**src/lane_pkg.sv**
```systemverilog
package lane_pkg;

  // One VRF word
  typedef logic [63:0] elen_t;

  // Register number, 8 vector registers
  typedef logic [2:0] vreg_t;

  localparam int unsigned NrWordsPerReg = 8;

  // Word address: register number and word index
  typedef logic [5:0] vrf_addr_t;

  // Element count, 1 to 64
  typedef logic [6:0] vlen_t;

  typedef enum logic [1:0] {
    EW8,
    EW16,
    EW32,
    EW64
  } vew_e;

  typedef enum logic [2:0] {
    ConvNone,
    ConvSExt2,
    ConvSExt4,
    ConvSExt8,
    ConvZExt2,
    ConvZExt4,
    ConvZExt8
  } opqueue_conv_e;

  typedef struct packed {
    vreg_t         vs;
    vew_e          eew;
    opqueue_conv_e conv;
    vlen_t         vl;
  } operand_cmd_t;

  // Part of the command the queue needs
  typedef struct packed {
    vew_e          eew;
    opqueue_conv_e conv;
    vlen_t         vl;
  } queue_cmd_t;

  typedef struct packed {
    logic      valid;
    vrf_addr_t addr;
  } vrf_req_t;

  // Source elements held in one 64-bit word
  function automatic int unsigned elems_per_word(vew_e eew);
    return 8 >> int'(eew);
  endfunction

  // Widening factor of a conversion
  function automatic int unsigned ext_factor(opqueue_conv_e conv);
    unique case (conv)
      ConvSExt2, ConvZExt2: return 2;
      ConvSExt4, ConvZExt4: return 4;
      ConvSExt8, ConvZExt8: return 8;
      default:              return 1;
    endcase
  endfunction

endpackage : lane_pkg
```
**src/vrf_bank.sv**
```systemverilog
`timescale 1ns/10ps

module vrf_bank (
  input  logic                clk_i,
  input  logic                rst_ni,
  input  lane_pkg::vrf_addr_t rd_addr_i,
  input  logic                rd_en_i,
  output lane_pkg::elen_t     rd_data_o,
  input  logic                wr_en_i,
  input  lane_pkg::vrf_addr_t wr_addr_i,
  input  lane_pkg::elen_t     wr_data_i
);
  import lane_pkg::*;

  localparam int unsigned NrWords = 2 ** $bits(vrf_addr_t);

  elen_t mem [NrWords];
  elen_t rd_data_q;

  // Write port
  always_ff @(posedge clk_i) begin
    if (wr_en_i) begin
      mem[wr_addr_i] <= wr_data_i;
    end
  end

  // Registered read, sees the contents before a same-cycle write
  always_ff @(posedge clk_i or negedge rst_ni) begin
    if (!rst_ni) begin
      rd_data_q <= '0;
    end else if (rd_en_i) begin
      rd_data_q <= mem[rd_addr_i];
    end
  end

  assign rd_data_o = rd_data_q;

endmodule : vrf_bank

```
**config.mk**
```make
export PLATFORM = sky130hd
export DESIGN_NAME = vrf_bank
export DESIGN_NICKNAME = d
export VERILOG_FILES = /design/src/lane_pkg.sv /design/src/vrf_bank.sv
export SDC_FILE = /design/constraint.sdc
export NUM_CORES = 2
export LEC_CHECK = 0
export ABC_CLOCK_PERIOD_IN_PS = 3900
export BUFFER_PORTS_ARGS = -buffer_cell sky130_fd_sc_hd__clkbuf_2
export CORE_MARGIN = 2
export CORE_UTILIZATION = 29
export CTS_BUF_LIST = sky130_fd_sc_hd__clkbuf_8
export CTS_CLUSTER_SIZE = 20
export DETAILED_ROUTE_END_ITERATION = 10
export HOLD_SLACK_MARGIN = 0.15
export PLACE_DENSITY = 0.4
export REMOVE_ABC_BUFFERS = 1
export SETUP_SLACK_MARGIN = 0.1
export SYNTH_ARGS = -nofsm -noshare
export SYNTH_HDL_FRONTEND = slang
export SYNTH_SLANG_ARGS = --single-unit
```
**constraint.sdc**
```tcl
create_clock -name clk_i -period 3.9 [get_ports clk_i]
set_input_delay 0.195 -clock clk_i [delete_from_list [all_inputs] [get_ports clk_i]]
set_output_delay 0.195 -clock clk_i [all_outputs]
set_load 0.005 [all_outputs]
```
==> flow_summary.toml <==
[sta]
max_slew_margin_pct = 9.78
timing.final.crit_share_pct = 94.9
setup_violations = 0
tightestPinTransition_ns = 1.35
fin_hold_ws_ns = 0.399
clock.fmax_mhz = 270
skew_ns = 0.0511
hold_violations = 0
period_minus_slack_ns = 3.70
rsz0062_at_grt = "no"
final-max-slew-violation-count = 0

[grt]
grt_pass1_wl_mm = 749
grt_pass1_vias = 85100
grt-ovfl-total = 0
grt_max_degree = 78
antenna_found_initial = 65
grt.total_usage_pct = 19.8

[final_layout]
multi_input_comb_area_mm2 = 0.0318
final_util_pct = 34.1
seq_area_mm2 = 0.125
synthToLayoutAreaGrowth_pct = 17.3
fillCellCount = 51100
finalNetCount = 8378
design_area_mm2 = 0.185
layout-drive-gt1-share_pct = 25.0

[setup_path]
path_cells = "dlygate4sd3_1, buf_8, buf_12, buf_12, mux4_2, o21ai_0, a31oi_1, dlygate4sd3_1, or3_1, dlygate4sd3_1"
required_ns = 5.03
path_common_cell = "dlygate4sd3_1"
cp-startpoint = "rd_addr_i[0]"
r2r_start = "mem[32][11]"
r2r_cells = 6
worstPathMaxFanout = 45
cpPeakStageDelay_ns = 0.58
crit_path_end_kind = "flip-flop"
cpMaxStageDelayCell = "dlygate4sd3_1"
worst_setup_path_start_kind = "primary input"
worstPathArrival_ns = 4.83
criticalPathCategory = "primary input to flip-flop"

[power_and_ir_drop]
p_sw_share_pct = 23.6
seqPwrFrac_pct = 55.1
p_switching_uw = 21400
p_leak_uw = 0.0600
p_per_area_mw_per_mm2 = 488
power.internal_uw = 69200
power_frac_comb_pct = 5.2
pwr-share-clk_pct = 39.7
peakVddDrop_v = 0.000370

[routing]
ant_nets = 0
drt_iter0_drc = 9270
wirelength_mm = 559
first_pass_iters = 5
vias = 83100
wl_per_cell_um = 34.7
vias_per_cell = 5.16
route.detailed.drc = 0

[synthesis]
synth.area.top_cells = "edfxtp_1 78%, mux4_2 9.1%, mux2i_1 4.5%"
avgSynthCellArea_um2 = 21.4
synth-edff-count = 4096
synth_cells = 7394
syn_area_mm2 = 0.158
ys.flop_type = "edfxtp_1"
yosysSeqAreaShare_pct = 78.9
netlist_top_cells_count = "4,096 x edfxtp_1, 704 x mux2i_1, 640 x mux4_2, 256 x a22oi_1, 196 x nor2_1"
yosysTopAreaCell = "edfxtp_1"
yosysMostFrequentCell = "edfxtp_1"
synthArstFlopShare_pct = 1.54
yosys.cell_types.count = 41
synth_top_area_share_pct = 77.9
yosys_register_bits = 4160
ys.warnings.count = 0

[placed_design]
io_buffers = 143
gp_congestion = 0.762
dpl_cell_area_mm2 = 0.172
hpwl_mm = 300

[floorplanning]
ios = 144
num_rows = 271
die_width_um = 742
design.core.area_mm2 = 0.544
fp.dieH_um = 742
design.die.area_mm2 = 0.551
start_util_pct = 29.1

[run]
maxCapViolCount = 0

[clock_tree]
cts_tree = "built"
postCtsSetupRepairBufs = 0
cts_inserted_buffers = 702
cts.path.max_buffers = 4
clock_sinks = 4160
clk_pin_slew_ns = 0.06
htreeDepth = 6
cts_root_buffer = "clkbuf_8"
clk_latency_ns = 1.27
cts_resized = 0

[worst_hold_path]
min_path_type = "primary input to flip-flop"
holdPathStages = 2
min_from = "wr_data_i[34]"

[outcome]
status = "finished clean"
==> final cells by class <==
type                    instances  area share, %
clock inverters               516           1.31
clock buffers                 741           5.50
flip-flops and latches       4160           67.2
well taps                    7234           4.88
diodes                         13         0.0176
multi-input cells            2801           17.2
repair buffers                633           3.86
==> per-stage QoR <==
| step | total power [µW] | setup TNS, ns | instances | setup slack (ns) |
|---|---|---|---|---|
| detailed placement | 55500 | 0 | 14700 | 0.542 |
| global placement | 55400 | 0 | 14700 | 0.549 |
| global route | 93700 | 0 | 16100 | 0.209 |
| CTS | 91700 | 0 | 16100 | 0.413 |
| floorplan | 52400 | -548.53 | 6961 | -5.25 |
| finish | 90500 | 0 | 16100 | 0.200 |
==> power by group through the flow <==
stage                     clock, µW  combinational, µW  sequential (µW)
after floorplan                   0               1830            50600
after global placement            0               4650            50800
final                         35900               4710            49800
after CTS                     37000               4810            49900
after detailed placement          0               4690            50800
after global routing          38800               5040            49900
==> registers in the layout, summed over array words and instances, names as in the netlist <==
name and count:
rd_data_o 64, mem 4096
==> what timing repair did <==
action	CTS	global route
hold buffers	108	0
endpoints found under the setup margin	0	0
endpoints found under the hold margin	7165	0
==> path summary, 6_finish.rpt <==
| check | to | slack [ns] |
|---|---|---|
| setup / recovery | rd_data_o[11] | 0.20 |
| hold / removal | mem[13][34] | 0.40 |
| setup reg to reg | rd_data_o[11] | 0.74 |
| hold reg to reg | rd_data_o[20] | 0.80 |
| max in group asynchronous | rd_data_o[28] | 2.44 |
| min in group asynchronous | rd_data_o[52] | 0.54 |
==> worst max-delay path: cells and delay by family <==
family                 cells  cell delay (ns)
AOI/OAI and AO/OA          2             0.73
buffers and inverters      6             2.70
muxes                      1             0.53
and+or+nand+nor            1             0.30
==> metal layers <==
layer  part of all wire (%)  global-route usage, %
met5                  0.014                      0
met4                    2.4                   4.81
met3                    6.2                   2.97
met2                     48                   32.7
met1                     43                   27.6
==> layout by cell type (no fill, tap or decap), drive strengths merged, types with 128 or more instances in the layout <==
| cell | instances |
|---|---|
| a221oi | 128 |
| inv | 309 |
| mux2i | 704 |
| a22oi | 256 |
| mux4 | 640 |
| edfxtp | 4096 |
| clkbuf | 879 |
| clkinv | 181 |
| o22ai | 191 |
| o21ai | 128 |
| nor2 | 196 |
| a21oi | 129 |
| buf | 388 |
==> kinds of logic (layout without fill, tap and decap cells) <==
family,Yosys count,count (layout),synth area share (%)
AOI/OAI and AO/OA,960,960,4.26
buffers and inverters,433,1890,1.36
DFF,4160,4160,78.9
muxes,1408,1408,14.0
other,0,13,0
and+or+nand+nor,433,433,1.46
Power figures use the tool's default switching activity.
