<file path="src/lane_pkg.sv">
package lane_pkg;

  // One VRF word
  typedef logic [63:0] elen_t;

  // Register number, 8 vector registers
  typedef logic [2:0] vreg_t;

  localparam int unsigned NrWordsPerReg = 8;

  // Word address: register number and word index
  typedef logic [5:0] vrf_addr_t;

  // Element count, 1 to 64
  typedef logic [6:0] vlen_t;

  typedef enum logic [1:0] {
    EW8,
    EW16,
    EW32,
    EW64
  } vew_e;

  typedef enum logic [2:0] {
    ConvNone,
    ConvSExt2,
    ConvSExt4,
    ConvSExt8,
    ConvZExt2,
    ConvZExt4,
    ConvZExt8
  } opqueue_conv_e;

  typedef struct packed {
    vreg_t         vs;
    vew_e          eew;
    opqueue_conv_e conv;
    vlen_t         vl;
  } operand_cmd_t;

  // Part of the command the queue needs
  typedef struct packed {
    vew_e          eew;
    opqueue_conv_e conv;
    vlen_t         vl;
  } queue_cmd_t;

  typedef struct packed {
    logic      valid;
    vrf_addr_t addr;
  } vrf_req_t;

  // Source elements held in one 64-bit word
  function automatic int unsigned elems_per_word(vew_e eew);
    return 8 >> int'(eew);
  endfunction

  // Widening factor of a conversion
  function automatic int unsigned ext_factor(opqueue_conv_e conv);
    unique case (conv)
      ConvSExt2, ConvZExt2: return 2;
      ConvSExt4, ConvZExt4: return 4;
      ConvSExt8, ConvZExt8: return 8;
      default:              return 1;
    endcase
  endfunction

endpackage : lane_pkg
</file>
<file path="src/operand_requester.sv">
`timescale 1ns/10ps

module operand_requester (
  input  logic                   clk_i,
  input  logic                   rst_ni,
  input  logic                   cmd_req_i,
  input  lane_pkg::operand_cmd_t cmd_i,
  output logic                   cmd_ack_o,
  output lane_pkg::queue_cmd_t   qcmd_o,
  output logic                   qcmd_push_o,
  input  logic                   qcmd_full_i,
  output lane_pkg::vrf_req_t     vrf_req_o,
  input  logic                   vrf_gnt_i,
  input  logic                   queue_ready_i
);
  import lane_pkg::*;

  typedef enum logic [1:0] {
    Idle,
    Ack,
    Issue,
    WaitReqLow
  } state_e;

  state_e     state_d, state_q;
  vrf_addr_t  addr_d, addr_q;
  vlen_t      word_cnt_d, word_cnt_q;
  vlen_t      nr_reads_d, nr_reads_q;
  logic [7:0] rounded_vl;

  // vl rounded up to a whole number of source words
  assign rounded_vl = 8'(cmd_i.vl) + 8'(elems_per_word(cmd_i.eew)) - 8'd1;

  assign qcmd_o.eew  = cmd_i.eew;
  assign qcmd_o.conv = cmd_i.conv;
  assign qcmd_o.vl   = cmd_i.vl;

  assign cmd_ack_o = (state_q != Idle);

  always_comb begin
    state_d         = state_q;
    addr_d          = addr_q;
    word_cnt_d      = word_cnt_q;
    nr_reads_d      = nr_reads_q;
    qcmd_push_o     = 1'b0;
    vrf_req_o.valid = 1'b0;
    vrf_req_o.addr  = addr_q;

    unique case (state_q)
      Idle: begin
        // Take the command only if the queue can hold it
        if (cmd_req_i && !qcmd_full_i) begin
          qcmd_push_o = 1'b1;
          addr_d      = vrf_addr_t'(cmd_i.vs * NrWordsPerReg);
          word_cnt_d  = '0;
          nr_reads_d  = vlen_t'(rounded_vl >> (3 - int'(cmd_i.eew)));
          state_d     = Ack;
        end
      end
      Ack: begin
        state_d = Issue;
      end
      Issue: begin
        // Only ask while the queue has credits
        vrf_req_o.valid = queue_ready_i;
        if (vrf_gnt_i) begin
          addr_d     = addr_q + 1'b1;
          word_cnt_d = word_cnt_q + 1'b1;
          if (word_cnt_d == nr_reads_q) begin
            state_d = WaitReqLow;
          end
        end
      end
      WaitReqLow: begin
        if (!cmd_req_i) begin
          state_d = Idle;
        end
      end
      default: state_d = Idle;
    endcase
  end

  always_ff @(posedge clk_i or negedge rst_ni) begin
    if (!rst_ni) begin
      state_q    <= Idle;
      addr_q     <= '0;
      word_cnt_q <= '0;
      nr_reads_q <= '0;
    end else begin
      state_q    <= state_d;
      addr_q     <= addr_d;
      word_cnt_q <= word_cnt_d;
      nr_reads_q <= nr_reads_d;
    end
  end

endmodule : operand_requester

</file>
<file path="config.mk">
export PLATFORM = sky130hd
export DESIGN_NAME = operand_requester
export DESIGN_NICKNAME = d
export VERILOG_FILES = /design/src/lane_pkg.sv /design/src/operand_requester.sv
export SDC_FILE = /design/constraint.sdc
export NUM_CORES = 1
export LEC_CHECK = 0
export BUFFER_PORTS_ARGS = -buffer_cell sky130_fd_sc_hd__buf_2
export CAP_MARGIN = 20
export CORE_MARGIN = 2
export CORE_UTILIZATION = 50
export CTS_CLUSTER_DIAMETER = 60
export DETAILED_ROUTE_END_ITERATION = 10
export PLACE_DENSITY = 0.75
export SLEW_MARGIN = 5
export SYNTH_ARGS = -nofsm -noshare
export SYNTH_HDL_FRONTEND = slang
export SYNTH_SLANG_ARGS = --single-unit
</file>
<file path="constraint.sdc">
create_clock -name clk_i -period 2.85 [get_ports clk_i]
set_input_delay 0.57 -clock clk_i [delete_from_list [all_inputs] [get_ports clk_i]]
set_output_delay 0.57 -clock clk_i [all_outputs]
set_load 0.01 [all_outputs]
</file>
==> metrics.md, run 1 <==
| Metric | Value |
|---|---|
| Power density over the cells | a little under 800 nW/um2 |
| Leakage power of the design | 1.076 nW |
| Sink count of the clock tree | 22 |
| Sequential element share of the synthesized area | 0.2916 |
| Fraction of synthesized cell area in xor and xnor cells | 0.05103 |
| Core occupancy in the finished layout | 0.5775 |
| Synthesized-area fraction occupied by ao, oa, aoi and oai cells | 0.2147 |
| Relative max-transition margin | 0.3304 |
| Highest clock frequency the design can meet | 0.3935 GHz |
| CTS-repair resized insts | 0 |
| Area fraction in and, or, nand and nor cells after synthesis | 0.1783 |
| Number of detailed-routing iterations run before antenna repair | 4 |
| Synth unique cells | 48 |
| Commonest cells after routing, fill and taps aside | sky130_fd_sc_hd__buf_2 (35), sky130_fd_sc_hd__nand2_1 (25), sky130_fd_sc_hd__inv_1 (22), sky130_fd_sc_hd__dfrtp_1 (22), sky130_fd_sc_hd__ha_1 (15) |
| Number of buffers added on ports | 35 |
| Number of H-tree levels | 1 |
| Unrepaired setup endpoints after global routing | no |
| Count of yosys warnings during synthesis | 0 |
| Total Power Consumption | around 1.7 mW |
| Post-CTS setup buffers | 0 |
| Portion of the clock cycle consumed by the worst path in the final layout | 0.8917 |
| Routed length on met3 | around 90 um |
| Critical path arrival | about 2700 ps |
| Placer Congestion | around 0.77 |
| Largest net degree at the start of global routing | 23 |
| Initial cell density of the core | 0.5196 |
| Max_cap viols | 0 |
| CTS tree | built |
| Syn Inst Count | 223 |
| Final clock skew | 5.607 ps |
| Rows | 22 |
| Core area | 3633 um2 |
| Via/cell ratio | 5.355 |
| Kind of launch point of the worst setup path | input pin |
| CTS Root Buffer Type | sky130_fd_sc_hd__clkbuf_8 |
| Sum Neg Setup Slack | 0 ps |
| First-pass GRT wire length | 6410 um |
| Number of antenna violations at the first check in global routing | 0 |
| Run status | completed |
| Total setup violations reported at the end of the flow | 0 |
| DR vias | 1585 |
| Antenna-violating nets left | 0 |
| Area of the die | around 4300 um2 |
| Minimum clock period | 2541 ps |
| Clock buffers created by TritonCTS | 3 |
| Number of global-route vias before repair | 1543 |
| Layout Area Growth over Synthesis | 11.13% |
| Total routing usage reported by global routing | 0.1897 |
| Number of nets produced by synthesis | 260 |
| 1st-iter DRT viols | 116 |
| Clock edge transition at the registers on the reported setup and hold paths | 80 ps |
| Net total in the final layout | 286 |
| Fraction of the mapped netlist area in adder cells | 0.1100 |
| HPWL reported at the end of detailed placement | 2913 um |
| Critical path capture point type | flop |
| Final slew viol count | 0 |
| Detail-routed net length per standard cell | 12.52 um |
| Combinational family with the most area after synthesis | compound AO/OA/AOI/OAI gates |
| Highest routed layer | met4 |
| Hold Vio Cnt, Final | 0 |
| GR Overflow Total | 0 |
| Worst Tran Pin Value | between 900 and 1000 ps |
| Top cells by area, synth | sky130_fd_sc_hd__dfrtp_1 (29%), sky130_fd_sc_hd__ha_1 (9.9%), sky130_fd_sc_hd__nand2_1 (5.0%) |
| Met2 layer wire length in the routed design | 1965 um |
| Kind of path behind the tightest hold check | input pin to asynchronous set/reset pin |
| Fraction of synthesized area in multiplexers | 0.04241 |
| Diodes inserted | 0 |
| DIE WIDTH | 65.45 um |
| Peak supply drop | 0.3477 mV |
| Remaining DRCs | 0 |
| Netlist area before placement | 1888 um2 |
| EDFF count, synth | 0 |
| Largest buffer count on any clock path | 2 |
| Clock latency on the worst-skew pair | 270 ps |
| Met1 Wirelength | around 1600 um |
| Share of cells above drive strength 1 | 0.2298 |
| Critical setup path kind | input pin to flop |
| Async SR Flop Fraction | 1.000 |
| Worst Reg2Reg Path Length in Cells | 8 |
| WP data required | 3000 ps |
| Avg Cell Area, Syn | roughly 8.5 um2 |
| CTS Hold Buffers Added | 0 |
| Total wirelength of the detailed-routed design | 3707 um |
| Area share of the largest cell type after synthesis | 0.2916 |
| Overall die height | 65.45 um |
| Synthesis-stage register bit count | 22 |
| I/O pins | 42 |
| Most common library cell in the layout ignoring fill and taps | sky130_fd_sc_hd__buf_2 |
| Library cell occupying the most area in the post-synthesis netlist | sky130_fd_sc_hd__dfrtp_1 |
| Primary flip-flop cell chosen by synthesis mapping | sky130_fd_sc_hd__dfrtp_1 |
| Largest fanout on the critical path | 4 |
==> critical path: stages <==
cell                       delay, ps
sky130_fd_sc_hd__buf_2           110
sky130_fd_sc_hd__clkinv_1         60
sky130_fd_sc_hd__nand2_1          60
sky130_fd_sc_hd__ha_1            260
sky130_fd_sc_hd__inv_1            40
sky130_fd_sc_hd__ha_1            200
sky130_fd_sc_hd__inv_1            70
sky130_fd_sc_hd__fa_1            250
sky130_fd_sc_hd__nor2b_4          50
sky130_fd_sc_hd__o31a_1          280
sky130_fd_sc_hd__or4_1           400
sky130_fd_sc_hd__a21oi_1         160
sky130_fd_sc_hd__nand2b_1        130
sky130_fd_sc_hd__o21ai_1          50
==> sequential cells by signal, indices dropped and copies added, names as in the netlist <==
register    count
addr_q          6
nr_reads_q      7
state_q         2
word_cnt_q      7
==> per-layer routing <==
layer  GRT usage  vias up
met5           0        -
li1            -      816
met1      0.2082      739
met2      0.3699       25
met4     0.08073        0
met3     0.01370        5
==> report_power, final <==
group / switching [mW] / internal (mW) / leakage (nW)
registers: 0.127 / 0.432 / 0.277
clock network: 0.101 / 0.123 / 0.0288
logic: 0.497 / 0.386 / 0.771
==> synthesized netlist by cell type, drive strengths merged, types with 2 or more instances <==
cell     n
a21o     6
a21oi   15
a22o     5
a22oi    2
and2     2
and3     2
buf     16
clkbuf   4
dfrtp   22
ha      15
inv     22
mux2     3
mux2i    2
nand2   25
nand2b   3
nand3    8
nand4    3
nor2     7
nor2b    3
nor3     6
o211ai   3
o21a     4
o21ai   16
o22ai    4
xnor2    4
xor2     7
==> kinds of logic after synthesis <==
family                     after synthesis
muxes                                    6
xor gates and xnor gates                11
DFF                                     22
adders and majority gates               16
buffers and inverters                   43
AOI/OAI and AO/OA                       61
and+or+nand+nor                         64
==> per-stage QoR <==
step | cells | cell area [um2] | hold WS, ps | setup WS, ps
3_5_place_dp | 292 | 2043 | 498.4 | 37.63
4_1_cts | 296 | 2098 | 266.9 | 315.8
5_1_grt | 296 | 2098 | 288.4 | 102.5
6_report | 296 | 2098 | 254.8 | 308.7
2_1_floorplan | 223 | 1888 | 274.4 | 6.284
3_3_place_gp | 292 | 2043 | 484.6 | 76.62
==> worst paths after layout <==
check,from,to,slack (ps)
min in group clk_i,nr_reads_q[1],nr_reads_q[1],510
setup / recovery,cmd_i[10],nr_reads_q[4],310
setup reg to reg,state_q[0],addr_q[2],550
hold reg to reg,nr_reads_q[1],nr_reads_q[1],510
hold / removal,rst_ni,addr_q[2],250
max in group asynchronous,rst_ni,nr_reads_q[2],2260
==> final cells by class <==
cell class | count | area [um2]
Multi-Input combinational cell | 158 | 1126
Fill cell | 345 | 1535
Tap cell | 48 | 60.06
Timing Repair Buffer | 41 | 220.2
Clock buffer | 4 | 55.05
Sequential cell | 22 | 550.5
Inverter | 23 | 86.33
(Power assumes the default switching activity.)
==> inputs of run 2 (changes only) <==
--- a/config.mk
+++ b/config.mk
@@ -11,6 +11,7 @@
 export CORE_UTILIZATION = 50
 export CTS_CLUSTER_DIAMETER = 60
 export DETAILED_ROUTE_END_ITERATION = 10
+export MAX_ROUTING_LAYER = met4
 export PLACE_DENSITY = 0.75
 export SLEW_MARGIN = 5
 export SYNTH_ARGS = -nofsm -noshare
==> metrics.md, run 2 (synthesized netlist as in run 1, its figures left out) <==
| Metric | Value |
|---|---|
| Critical setup path kind | input pin to flop |
| Leakage power of the design | 1.076 nW |
| CTS-repair resized insts | 0 |
| Clock latency on the worst-skew pair | 270 ps |
| DR vias | about 1600 |
| Clock edge transition at the registers on the reported setup and hold paths | roughly 80 ps |
| Hold Vio Cnt, Final | 0 |
| Overall die height | 65.45 um |
| Power density over the cells | 794.5 nW/um2 |
| Area of the die | between 4000 and 5000 um2 |
| First-pass GRT wire length | 6410 um |
| CTS Hold Buffers Added | 0 |
| Final worst slack | 310.3 ps |
| I/O pins | 42 |
| Total setup violations reported at the end of the flow | 0 |
| Rows | 22 |
| Remaining DRCs | 0 |
| Net total in the final layout | 286 |
| Largest fanout on the critical path | 4 |
| DIE WIDTH | between 60 and 70 um |
| Critical path capture point type | flop |
| Number of detailed-routing iterations run before antenna repair | 4 |
| Largest registers ranked by flip-flop count | nr_reads_q (7), word_cnt_q (7), addr_q (6) |
| Slowest Stage Delay on Critical Path | 400 ps |
| Antenna-violating nets left | 0 |
| Cell-by-cell listing of the critical path | buf_2 > clkinv_1 > nand2_1 > ha_1 > inv_1 > ha_1 > inv_1 > fa_1 > nor2b_4 > o31a_1 > or4_1 > a21oi_1 > nand2b_1 > o21ai_1 |
| Total wirelength of the detailed-routed design | 3715 um |
| Largest net degree at the start of global routing | 23 |
| Number of H-tree levels | 1 |
| Commonest cells after routing, fill and taps aside | sky130_fd_sc_hd__buf_2 (35), sky130_fd_sc_hd__nand2_1 (25), sky130_fd_sc_hd__inv_1 (22), sky130_fd_sc_hd__dfrtp_1 (22), sky130_fd_sc_hd__ha_1 (15) |
| HPWL reported at the end of detailed placement | between 2000 and 3000 um |
| Number of buffers added on ports | 35 |
| Minimum clock period | 2540 ps |
| Layout Area Growth over Synthesis | 11.13% |
| Unrepaired setup endpoints after global routing | no |
| Core occupancy in the finished layout | 0.5775 |
| Sink count of the clock tree | 22 |
| Portion of the clock cycle consumed by the worst path in the final layout | 0.8911 |
| Max_cap viols | 0 |
| Diodes inserted | 0 |
| Clock buffers created by TritonCTS | 3 |
| Via/cell ratio | between 5 and 6 |
| Post-place setup slack | 37.63 ps |
| Launching element of the worst setup path | cmd_i[10] |
| Sum Neg Setup Slack | 0 ps |
| Number of global-route vias before repair | 1545 |
| Relative max-transition margin | 0.3304 |
| Critical path arrival | 2690 ps |
| CTS tree | built |
| 1st-iter DRT viols | 115 |
| Most common library cell in the layout ignoring fill and taps | sky130_fd_sc_hd__buf_2 |
| Highest clock frequency the design can meet | 0.3938 GHz |
| CTS Root Buffer Type | sky130_fd_sc_hd__clkbuf_8 |
| Initial cell density of the core | 0.5196 |
| Post-CTS setup buffers | 0 |
| Number of antenna violations at the first check in global routing | 0 |
| Run status | completed |
| Core area | 3633 um2 |
| Total routing usage reported by global routing | 0.1948 |
| Placer Congestion | between 0.7 and 0.8 |
| Reg2Reg Launch Point | state_q[0] |
| Peak supply drop | 0.3477 mV |
| Largest buffer count on any clock path | 2 |
| Kind of launch point of the worst setup path | input pin |
| Final clock skew | between 5 and 6 ps |
| Detail-routed net length per standard cell | 12.55 um |
| Final slew viol count | 0 |
| GR Overflow Total | 0 |
| Share of cells above drive strength 1 | 0.2298 |
| Worst Tran Pin Value | between 900 and 1000 ps |
| Kind of path behind the tightest hold check | input pin to asynchronous set/reset pin |
| WP data required | 3000 ps |
| Cell with the biggest individual delay on the critical path | sky130_fd_sc_hd__or4_1 |
==> run 2: cell counts in the layout (fill, tap and decap cells not counted) <==
Identical to the previous run, type by type.
==> run 2: area by class of cell <==
type | count | area, um2
fill | 345 | 1535
timing repair buffer | 41 | 220.2
clock buffer | 4 | 55.05
tap | 48 | 60.06
inverter | 23 | 86.33
multi-input combinational | 158 | 1126
sequential | 22 | 550.5
==> run 2: final timing paths <==
check	to	slack, ps	cells past startpoint
max	nr_reads_q[4]	310	14
min	addr_q[2]	250	1
max reg2reg	addr_q[2]	550	8
min reg2reg	nr_reads_q[1]	510	2
max in group asynchronous	nr_reads_q[2]	2260	1
min in group clk_i	nr_reads_q[1]	510	2
==> run 2: through the flow <==
stage	area (um2)	hold WS (ps)	power [mW]	cells
2_1_floorplan	1888	274.4	1.225	223
3_3_place_gp	2043	484.6	1.419	292
3_5_place_dp	2043	498.4	1.450	292
4_1_cts	2098	266.9	1.685	296
5_1_grt	2098	288.4	1.822	296
6_report	2098	254.9	1.667	296
==> run 2: where the power goes <==
group | internal [mW] | total, mW | switching (mW)
registers | 0.432 | 0.560 | 0.127
clock network | 0.123 | 0.225 | 0.101
logic | 0.386 | 0.883 | 0.497
==> run 2: worst max-delay path: cells and delay by family <==
family | cells | cell delay [ps]
adder cells (fa/ha/maj) | 3 | 710
AND/OR/NAND/NOR | 4 | 640
AO/OA/AOI/OAI | 3 | 490
buffers and inverters | 4 | 280
==> run 2: routing by layer <==
metal	routed length [um]	track usage	up-vias
met5	0	-	-
met4	66	0.08073	0
li1	-	-	816
met2	1964	0.3699	25
met1	1606	0.2104	740
met3	77	0.01027	5
