**src/lane_pkg.sv**
```systemverilog
package lane_pkg;

  // One VRF word
  typedef logic [63:0] elen_t;

  // Register number, 8 vector registers
  typedef logic [2:0] vreg_t;

  localparam int unsigned NrWordsPerReg = 8;

  // Word address: register number and word index
  typedef logic [5:0] vrf_addr_t;

  // Element count, 1 to 64
  typedef logic [6:0] vlen_t;

  typedef enum logic [1:0] {
    EW8,
    EW16,
    EW32,
    EW64
  } vew_e;

  typedef enum logic [2:0] {
    ConvNone,
    ConvSExt2,
    ConvSExt4,
    ConvSExt8,
    ConvZExt2,
    ConvZExt4,
    ConvZExt8
  } opqueue_conv_e;

  typedef struct packed {
    vreg_t         vs;
    vew_e          eew;
    opqueue_conv_e conv;
    vlen_t         vl;
  } operand_cmd_t;

  // Part of the command the queue needs
  typedef struct packed {
    vew_e          eew;
    opqueue_conv_e conv;
    vlen_t         vl;
  } queue_cmd_t;

  typedef struct packed {
    logic      valid;
    vrf_addr_t addr;
  } vrf_req_t;

  // Source elements held in one 64-bit word
  function automatic int unsigned elems_per_word(vew_e eew);
    return 8 >> int'(eew);
  endfunction

  // Widening factor of a conversion
  function automatic int unsigned ext_factor(opqueue_conv_e conv);
    unique case (conv)
      ConvSExt2, ConvZExt2: return 2;
      ConvSExt4, ConvZExt4: return 4;
      ConvSExt8, ConvZExt8: return 8;
      default:              return 1;
    endcase
  endfunction

endpackage : lane_pkg
```
**src/vrf_arbiter.sv**
```systemverilog
`timescale 1ns/10ps

module vrf_arbiter (
  input  logic                clk_i,
  input  logic                rst_ni,
  input  lane_pkg::vrf_req_t  req_a_i,
  input  lane_pkg::vrf_req_t  req_b_i,
  output logic                gnt_a_o,
  output logic                gnt_b_o,
  output logic                rd_en_o,
  output lane_pkg::vrf_addr_t rd_addr_o,
  input  lane_pkg::elen_t     rd_data_i,
  output lane_pkg::elen_t     data_a_o,
  output lane_pkg::elen_t     data_b_o,
  output logic                data_valid_a_o,
  output logic                data_valid_b_o
);
  import lane_pkg::*;

  // High when B won the last arbitration
  logic last_b_q;
  // Owner of the read that is in flight
  logic owner_b_q;
  logic rvalid_q;

  // Round-robin: the last winner yields on a conflict
  always_comb begin
    gnt_a_o = req_a_i.valid && (!req_b_i.valid || last_b_q);
    gnt_b_o = req_b_i.valid && (!req_a_i.valid || !last_b_q);
    rd_en_o = gnt_a_o || gnt_b_o;
    rd_addr_o = gnt_b_o ? req_b_i.addr : req_a_i.addr;
  end

  always_ff @(posedge clk_i or negedge rst_ni) begin
    if (!rst_ni) begin
      last_b_q  <= 1'b1;
      owner_b_q <= 1'b0;
      rvalid_q  <= 1'b0;
    end else begin
      if (rd_en_o) begin
        last_b_q <= gnt_b_o;
      end
      owner_b_q <= gnt_b_o;
      rvalid_q  <= rd_en_o;
    end
  end

  // Read data comes back one cycle after the grant
  assign data_a_o       = rd_data_i;
  assign data_b_o       = rd_data_i;
  assign data_valid_a_o = rvalid_q && !owner_b_q;
  assign data_valid_b_o = rvalid_q && owner_b_q;

endmodule : vrf_arbiter

```
**config.mk**
```make
export PLATFORM = sky130hd
export DESIGN_NAME = vrf_arbiter
export DESIGN_NICKNAME = d
export VERILOG_FILES = /design/src/lane_pkg.sv /design/src/vrf_arbiter.sv
export SDC_FILE = /design/constraint.sdc
export NUM_CORES = 1
export LEC_CHECK = 0
export BUFFER_PORTS_ARGS = -buffer_cell sky130_fd_sc_hd__buf_2
export CORE_AREA = 2 2 86 88
export DETAILED_ROUTE_END_ITERATION = 16
export DIE_AREA = 0 0 88 90
export PLACE_DENSITY = 0.65
export SLEW_MARGIN = 30
export SYNTH_ARGS = -nofsm -noshare
export SYNTH_HDL_FRONTEND = slang
export SYNTH_SLANG_ARGS = --single-unit
```
**constraint.sdc**
```tcl
create_clock -name clk_i -period 1.1 [get_ports clk_i]
set_input_delay 0.055 -clock clk_i [delete_from_list [all_inputs] [get_ports clk_i]]
set_output_delay 0.055 -clock clk_i [all_outputs]
set_load 0.05 [all_outputs]
```
==> impl_metrics.yaml, run 1 <==
power:
  powerDensity_nw_per_um2: 1290
  p_clk_frac: 0.406
  p_seq_frac: 0.168
  internal_power_mw: 0.521
  peakVddDrop_v: 0.000546
  total_power_mw: 0.798
  pwr-share-comb: 0.426
  p_sw_frac: 0.347
  p_leak_nw: 0.272
  p_sw_mw: 0.277
routing:
  route.vias.total: 397
  dr.pass1.iters: 2
  ant_nets: 0
  vias_per_cell: 2.66
  wl_met1_um: 262
  drt_wl_total_um: 1710
  wl_met3_um: 441
  dr_wl_met2_um: 578
  top_layer: "met4"
  wl_per_cell_um: 11.5
  drc: 0
  drt_iter0_drc: 3
synthesis:
  synth_top_cell_area_share: 0.825
  syn_inst: 145
  syn_avg_cell_area_um2: 8.03
  synth_area_leaders: "buf_4 (82%), mux2_2 (5.8%), dfrtp_1 (4.3%)"
  synth_ff_type: "dfrtp_1"
  synth_common_cells: "buf_4 (128), mux2_2 (6), and2_1 (2), dfrtp_1 (2)"
  yosysTopAreaCell: "buf_4"
  synth_area_um2: 1160
  yosysSeqAreaShare: 0.0655
  yosysMostFrequentCell: "buf_4"
  synth_seq_cells: 3
  yosys_warnings: 0
  syn_nets: 225
  ys_types: 11
  ys_async_sr_fraction: 1.00
  synth-edff-count: 0
die:
  io_pins: 219
  die_h_um: 90
  die_x_um: 88
  dieArea_um2: 7920
  rows: 31
  initial_core_util: 0.166
  core_um2: 7020
timing:
  drv_slew: 0
  setup_slack_ns: -0.332
  fin_tns_setup_ns: -2.33
  period_share: 1.30
  setup_viol: 8
  maxSlewHeadroom: 0.789
  worstMarginPinSlew_ns: 0.316
  max_freq_mhz: 698
  fin_crit_ns: 1.43
  hold_ws_ns: 0.0707
  skew_ns: 0.000999
  hold_viol_final: 0
  rsz0062_at_grt: "yes"
worst_setup_path:
  path_max_fanout: 7
  setup.worst_path.end_class: "output pin"
  cp-start-kind: "register"
  startpoint: "last_b_q"
  crit_type: "register to output pin"
  worst_ep_required_time_ns: 1.04
  cp_data_arrival_time_ns: 1.38
  timing.rr.start: "last_b_q"
finish:
  fin_nets: 131
  syn_to_final_growth_pct: -47.0
  utilization: 0.0879
  diodes: 0
  drive_gt1_frac: 0.840
  instances_no_fill: 149
placement:
  place_congestion: 0.715
  dp.cells: 144
  io_buffers: 26
clock_network:
  clock_latency_ns: 0.22
  cts_buffers: 3
  htreeDepth: 1
  cts_tree: "built"
  cts_num_sinks: 3
  ctsRootBufferMaster: "clkbuf_8"
  clock_path_buffers: 2
  clk_pin_slew_ns: 0.03
global_routing:
  antenna_found_initial: 0
  globalRoute.totalOverflow: 0
  grt_max_degree: 8
  grt_pass1_wl_um: 2390
  grt_usage: 0.0417
  grt_pass1_vias: 477
worst_hold_path:
  min_from: "req_b_i[6]"
  hp-class: "input port to register"
status:
  outcome: "finished with violations"
  violations: "negative setup slack"
run:
  max_cap_violations: 0
worst paths after layout:
| check | to | slack, ns | cells after the start |
|---|---|---|---|
| min reg2reg | last_b_q | 0.61 | 3 |
| max in group asynchronous | last_b_q | 0.73 | 2 |
| max reg2reg | last_b_q | 0.18 | 3 |
| max | rd_addr_o[3] | -0.33 | 3 |
| min | rvalid_q | 0.07 | 2 |
| min in group asynchronous | rvalid_q | 0.17 | 2 |
per-stage QoR:
step,cell area (um^2),setup slack [ns]
finish,617,-0.332
global route,617,-0.371
CTS,617,-0.353
detailed placement,512,-0.180
global placement,512,-0.171
floorplan,1190,-0.255
power by group through the flow:
stage	clock, mW	combinational (mW)	sequential (mW)
after floorplan	0	1.46	0.135
after global placement	0	0.295	0.135
after detailed placement	0	0.296	0.135
after CTS	0.330	0.343	0.134
after global routing	0.338	0.360	0.135
final	0.324	0.340	0.134
placed cells by master (no fill, tap or decap), drive strengths merged:
cell type	synthesis	layout
buf	128	28
inv	1	1
a21boi	1	1
mux2	6	6
dfrtp	2	2
dfstp	1	1
o21ai	1	1
or2b	1	1
and2	2	2
dlygate4sd3	0	1
clkbuf	0	4
or2	1	1
nor2b	1	1
cell type report:
class / count / area [um^2]
Multi-Input combinational cell: 13 / 151
Tap cell: 99 / 124
Clock buffer: 4 / 45.0
Timing Repair Buffer: 29 / 216
Sequential cell: 3 / 76.3
Inverter: 1 / 3.75
Fill cell: 817 / 6400
sequential cells by signal, summed over array words and instances (netlist names):
register and count:
owner_b_q 1, rvalid_q 1, last_b_q 1
kinds of logic after synthesis:
| group | Yosys count | synth area share |
|---|---|---|
| buf+inv | 129 | 0.828 |
| mux | 6 | 0.0580 |
| simple gates | 5 | 0.0279 |
| flops | 3 | 0.0655 |
| compound gates | 2 | 0.0204 |
repair_timing:
item / 4_1_cts / 5_1_grt
resized for setup: 20 / 0
setup endpoints to repair: 8 / 8
buffers inserted: 2 / 0
hold buffers: 1 / 0
pin swaps: 1 / 2
endpoints found under the hold margin: 3 / 0
worst max-delay path, stage by stage, from the launching register on:
cell and delay (ns):
dfstp_2 0.37, a21boi_4 0.29, mux2_4 0.34, buf_8 0.15
layer usage:
| metal | track usage | up-vias |
|---|---|---|
| li1 | - | 124 |
| met1 | 0.0161 | 142 |
| met2 | 0.0461 | 72 |
| met3 | 0.0294 | 59 |
| met4 | 0.117 | 0 |
| met5 | 0 | - |
Note: power is estimated with default switching activity, not from simulation.
==> run 2: changes to the inputs <==
PLACE_DENSITY = 0.67   (was 0.65)
==> run 2 against run 1 <==
The run still ends with negative setup slack left. Sequential power about the same. Combinational power is essentially flat. Die area unchanged. Clock-buffer cell count is the same. Worst hold slack better by 0.0063 ns. Global-route usage decreased by 0.11 points. Cell count unchanged. Core utilization did not move. Register-to-register slack about the same. Critical path depth unchanged. Non-clock buffer count did not move.
==> impl_metrics.yaml, run 2 (same netlist as run 1, synthesis figures left out) <==
status:
  outcome: "finished with violations"
  violations: "negative setup slack"
worst_setup_path:
  cp_slowest_stage_delay_ns: 0.37
  crit_chain: "a21boi_4 > mux2_4 > buf_8"
  setup.worst_path.end_class: "output pin"
  critPathBufInv: 1
  path_max_fanout: 7
  r2r_slack_ns: 0.18
  timing.rr.start: "last_b_q"
  cp.depth: 3
  endpoint: "rd_addr_o[3]"
  cp-start-kind: "register"
  slowest_stage: "dfstp_2"
  cp_data_arrival_time_ns: 1.38
  startpoint: "last_b_q"
  r2r-end: "owner_b_q"
  crit_type: "register to output pin"
  reg2reg_depth: 2
  worst_ep_required_time_ns: 1.04
  cp_top_family: "flip-flops"
clock_network:
  ctsRootBufferMaster: "clkbuf_8"
  cts_num_sinks: 3
  clock_path_buffers: 2
  clk_pin_slew_ns: 0.03
  htreeDepth: 1
  clock_latency_ns: 0.22
  cts_buffers: 3
  cts_tree: "built"
die:
  die_h_um: 90
  io_pins: 219
  dieArea_um2: 7920
  rows: 31
  core_um2: 7020
  die_x_um: 88
  initial_core_util: 0.166
timing:
  fin_crit_ns: 1.43
  setup_viol: 8
  skew_ns: 0.00278
  period_share: 1.30
  setup_slack_ns: -0.334
  drv_slew: 0
  max_freq_mhz: 697
  hold_ws_ns: 0.0770
  maxSlewHeadroom: 0.791
  hold_viol_final: 0
  fin_tns_setup_ns: -2.34
  worstMarginPinSlew_ns: 0.313
  rsz0062_at_grt: "yes"
finish:
  top_regs: "last_b_q x1, owner_b_q x1, rvalid_q x1"
  syn_to_final_growth_pct: -47.0
  stdcell_area_um2: 617
  utilization: 0.0879
  layout_commonest_cell: "buf_2"
  final_cell_mix: "buf_2 (18), mux2_4 (6), buf_6 (5), clkbuf_8 (3), buf_8 (3)"
  diodes: 0
  fin_nets: 131
  drive_gt1_frac: 0.840
placement:
  io_buffers: 26
  dpl-instance-area_um2: 499
  place_congestion: 0.777
routing:
  vias_per_cell: 2.64
  wl_met3_um: 414
  wl_per_cell_um: 11.5
  top_layer: "met4"
  drt_iter0_drc: 1
  dr_wl_met2_um: 553
  drc: 0
  ant_nets: 0
  drt_wl_total_um: 1710
  route.vias.total: 393
  dr.pass1.iters: 2
  wl_met1_um: 298
global_routing:
  globalRoute.totalOverflow: 0
  antenna_found_initial: 0
  grt_usage: 0.0405
  grt_pass1_vias: 475
  grt_pass1_wl_um: 2380
  grt_max_degree: 8
run:
  max_cap_violations: 0
power:
  p_leak_nw: 0.272
  total_power_mw: 0.799
  peakVddDrop_v: 0.000721
  powerDensity_nw_per_um2: 1290
worst_hold_path:
  min_from: "req_a_i[6]"
  hp-class: "input port to register"
-- run 2: worst register-to-register path, delay by kind of cell (launching register included) --
kind | cells | cell delay (ns)
buffers and inverters | 1 | 0.19
DFF | 1 | 0.37
AOI/OAI and AO/OA | 1 | 0.29
-- run 2: area by class of cell --
class / instances / area (um^2)
clock buffer: 4 / 45.0
fill: 812 / 6400
inverter: 1 / 3.75
multi-input combinational: 13 / 151
sequential: 3 / 76.3
tap: 99 / 124
timing repair buffer: 29 / 216
-- run 2: stage by stage --
| stage | setup WS (ns) | std cells |
|---|---|---|
| after floorplan | -0.255 | 145 |
| after global placement | -0.131 | 144 |
| after detailed placement | -0.155 | 144 |
| after CTS | -0.363 | 149 |
| after global routing | -0.373 | 149 |
| final | -0.334 | 149 |
-- run 2: how the worst min path moves through the flow --
stage	slack, ns	to	cells past startpoint
6_report	0.08	last_b_q	2
4_1_cts	0.07	last_b_q	2
5_1_grt	0.10	rvalid_q	2
3_5_place_dp	-0.14	rvalid_q	1
3_3_place_gp	-0.14	rvalid_q	1
2_1_floorplan	-0.24	owner_b_q	0
-- run 2: where the power goes --
part	switching, mW	internal (mW)	leakage [nW]	total (mW)
clock	0.0763	0.248	0.0228	0.324
combinational	0.193	0.148	0.216	0.340
sequential	0.00848	0.126	0.0330	0.134
total	0.277	0.521	0.272	0.799
-- run 2: timing repair --
item / in CTS / in global routing
pin swaps: 1 / 2
setup endpoints to repair: 8 / 8
hold buffers: 1 / 0
endpoints found under the hold margin: 3 / 0
buffers inserted: 2 / 0
gates resized for setup: 20 / 0
-- run 2: per-layer routing --
metal	global-route usage	up-vias
met2	0.0436	77
met5	0	-
met4	0.110	0
met1	0.0194	133
li1	-	123
met3	0.0266	60
==> run 3: changes to the inputs <==
--- a/config.mk
+++ b/config.mk
@@ -11,4 +11,5 @@
 export DIE_AREA = 0 0 88 90
 export PLACE_DENSITY = 0.67
+export SKIP_CTS_REPAIR_TIMING = 1
 export SLEW_MARGIN = 30
 export SYNTH_ARGS = -nofsm -noshare
==> constraint.sdc (replaced) <==
create_clock -name clk_i -period 1.1 [get_ports clk_i]
set_input_delay 0.11 -clock clk_i [delete_from_list [all_inputs] [get_ports clk_i]]
set_output_delay 0.11 -clock clk_i [all_outputs]
set_load 0.05 [all_outputs]
==> run 3 against run 2 <==
The run still ends with negative setup slack left. Worst setup slack lost 0.10 ns. Die area is the same. Flip-flop and latch count is the same. Core utilization grew 0.59 points. Critical path type unchanged. Critical endpoint is now rd_addr_o[4].
==> impl_metrics.yaml, run 3 (same netlist as run 1, synthesis figures left out) <==
status:
  outcome: "finished with violations"
  violations: "negative setup slack"
worst_setup_path:
  critPathBufInv: 2
  setup.worst_path.end_class: "output pin"
  cp-start-kind: "register"
  reg2reg_depth: 4
  path_max_fanout: 8
  endpoint: "rd_addr_o[4]"
  startpoint: "last_b_q"
  worst_ep_required_time_ns: 0.99
  crit_type: "register to output pin"
  cp_slowest_stage_delay_ns: 0.55
  r2r-end: "last_b_q"
  cp_data_arrival_time_ns: 1.42
  slowest_stage: "dfstp_2"
  crit_chain: "a21boi_4 > buf_12 > mux2_4 > buf_6"
  timing.rr.start: "last_b_q"
  r2r_slack_ns: 0.06
  cp_top_family: "flip-flops"
  cp.depth: 4
routing:
  vias_per_cell: 2.70
  drt_wl_total_um: 1740
  drc: 0
  route.vias.total: 411
  wl_per_cell_um: 11.5
  ant_nets: 0
  dr.pass1.iters: 1
  drt_iter0_drc: 0
power:
  pwr-share-comb: 0.449
  total_power_mw: 0.827
  powerDensity_nw_per_um2: 1260
  p_sw_mw: 0.281
  p_leak_nw: 0.292
  p_seq_frac: 0.165
  p_clk_frac: 0.386
  p_sw_frac: 0.340
  internal_power_mw: 0.546
  peakVddDrop_v: 0.000750
timing:
  drv_slew: 0
  maxSlewHeadroom: 0.836
  max_freq_mhz: 652
  hold_viol_final: 0
  setup_viol: 8
  worstMarginPinSlew_ns: 0.247
  rsz0062_at_grt: "yes"
  skew_ns: 0.0000114
  hold_ws_ns: 0.141
  fin_crit_ns: 1.53
  setup_slack_ns: -0.434
  period_share: 1.39
global_routing:
  antenna_found_initial: 0
  grt_usage: 0.0368
  globalRoute.totalOverflow: 0
  grt_max_degree: 9
  grt_pass1_wl_um: 2160
  grt_pass1_vias: 436
finish:
  fill_cells: 815
  top_regs: "last_b_q x1, owner_b_q x1, rvalid_q x1"
  syn_to_final_growth_pct: -43.5
  drive_gt1_frac: 0.849
  utilization: 0.0937
  layout_commonest_cell: "buf_2"
  stdcell_area_um2: 658
  diodes: 0
  fin_nets: 134
  final_cell_mix: "buf_2 (16), mux2_4 (6), buf_6 (6), buf_4 (5), clkbuf_8 (3)"
run:
  max_cap_violations: 0
worst_hold_path:
  hp-class: "input port to register"
die:
  initial_core_util: 0.166
  core_um2: 7020
  rows: 31
  die_x_um: 88
  die_h_um: 90
  io_pins: 219
  dieArea_um2: 7920
placement:
  io_buffers: 26
  place_congestion: 0.759
  dpl-instance-area_um2: 499
clock_network:
  cts_tree: "built"
  cts_num_sinks: 3
  cts_buffers: 3
  clock_path_buffers: 2
  htreeDepth: 1
  clock_latency_ns: 0.21
  clk_pin_slew_ns: 0.03
  ctsRootBufferMaster: "clkbuf_8"
==> run 3: changes by cell type in the layout (fill, tap and decap cells not counted) <==
cell	before	now
buf_4	2	5
buf_12	0	2
buf_2	18	16
buf_8	3	1
buf_6	5	6
clkbuf_4	0	1
==> run 3: final cells by class <==
cell class | count | area [um^2] | area share
Tap cell | 99 | 124 | 0.188
Inverter | 1 | 3.75 | 0.00570
Sequential cell | 3 | 76.3 | 0.116
Timing Repair Buffer | 32 | 258 | 0.392
Clock buffer | 4 | 45.0 | 0.0684
Multi-Input combinational cell | 13 | 151 | 0.230
==> run 3: worst min path at each step <==
stage / from / to / cells past startpoint
after floorplan: rst_ni / owner_b_q / 0
after global placement: rst_ni / rvalid_q / 1
after detailed placement: rst_ni / rvalid_q / 1
after CTS: rst_ni / rvalid_q / 1
after global routing: req_a_i[6] / last_b_q / 2
final: req_a_i[6] / last_b_q / 2
==> run 3: power by group through the flow <==
stage	clock network [mW]	logic [mW]	registers [mW]
floorplan	0	1.46	0.135
global placement	0	0.282	0.136
detailed placement	0	0.284	0.137
CTS	0.329	0.285	0.136
global route	0.338	0.385	0.138
finish	0.319	0.371	0.136
==> run 3: per-stage QoR <==
| step | worst slack [ns] | std cells | TNS [ns] |
|---|---|---|---|
| 2_1_floorplan | -0.310 | 145 | -1.86 |
| 4_1_cts | -0.469 | 148 | -3.38 |
| 6_report | -0.434 | 152 | -3.21 |
| 5_1_grt | -0.459 | 152 | -3.40 |
| 3_5_place_dp | -0.231 | 144 | -1.50 |
| 3_3_place_gp | -0.200 | 144 | -1.30 |
==> run 3: per-layer routing <==
| metal | up-vias | part of all wire | global-route usage |
|---|---|---|---|
| li1 | 129 | - | - |
| met1 | 144 | 0.15 | 0.0166 |
| met2 | 78 | 0.34 | 0.0372 |
| met3 | 60 | 0.25 | 0.0275 |
| met4 | 0 | 0.25 | 0.103 |
| met5 | - | 0 | 0 |
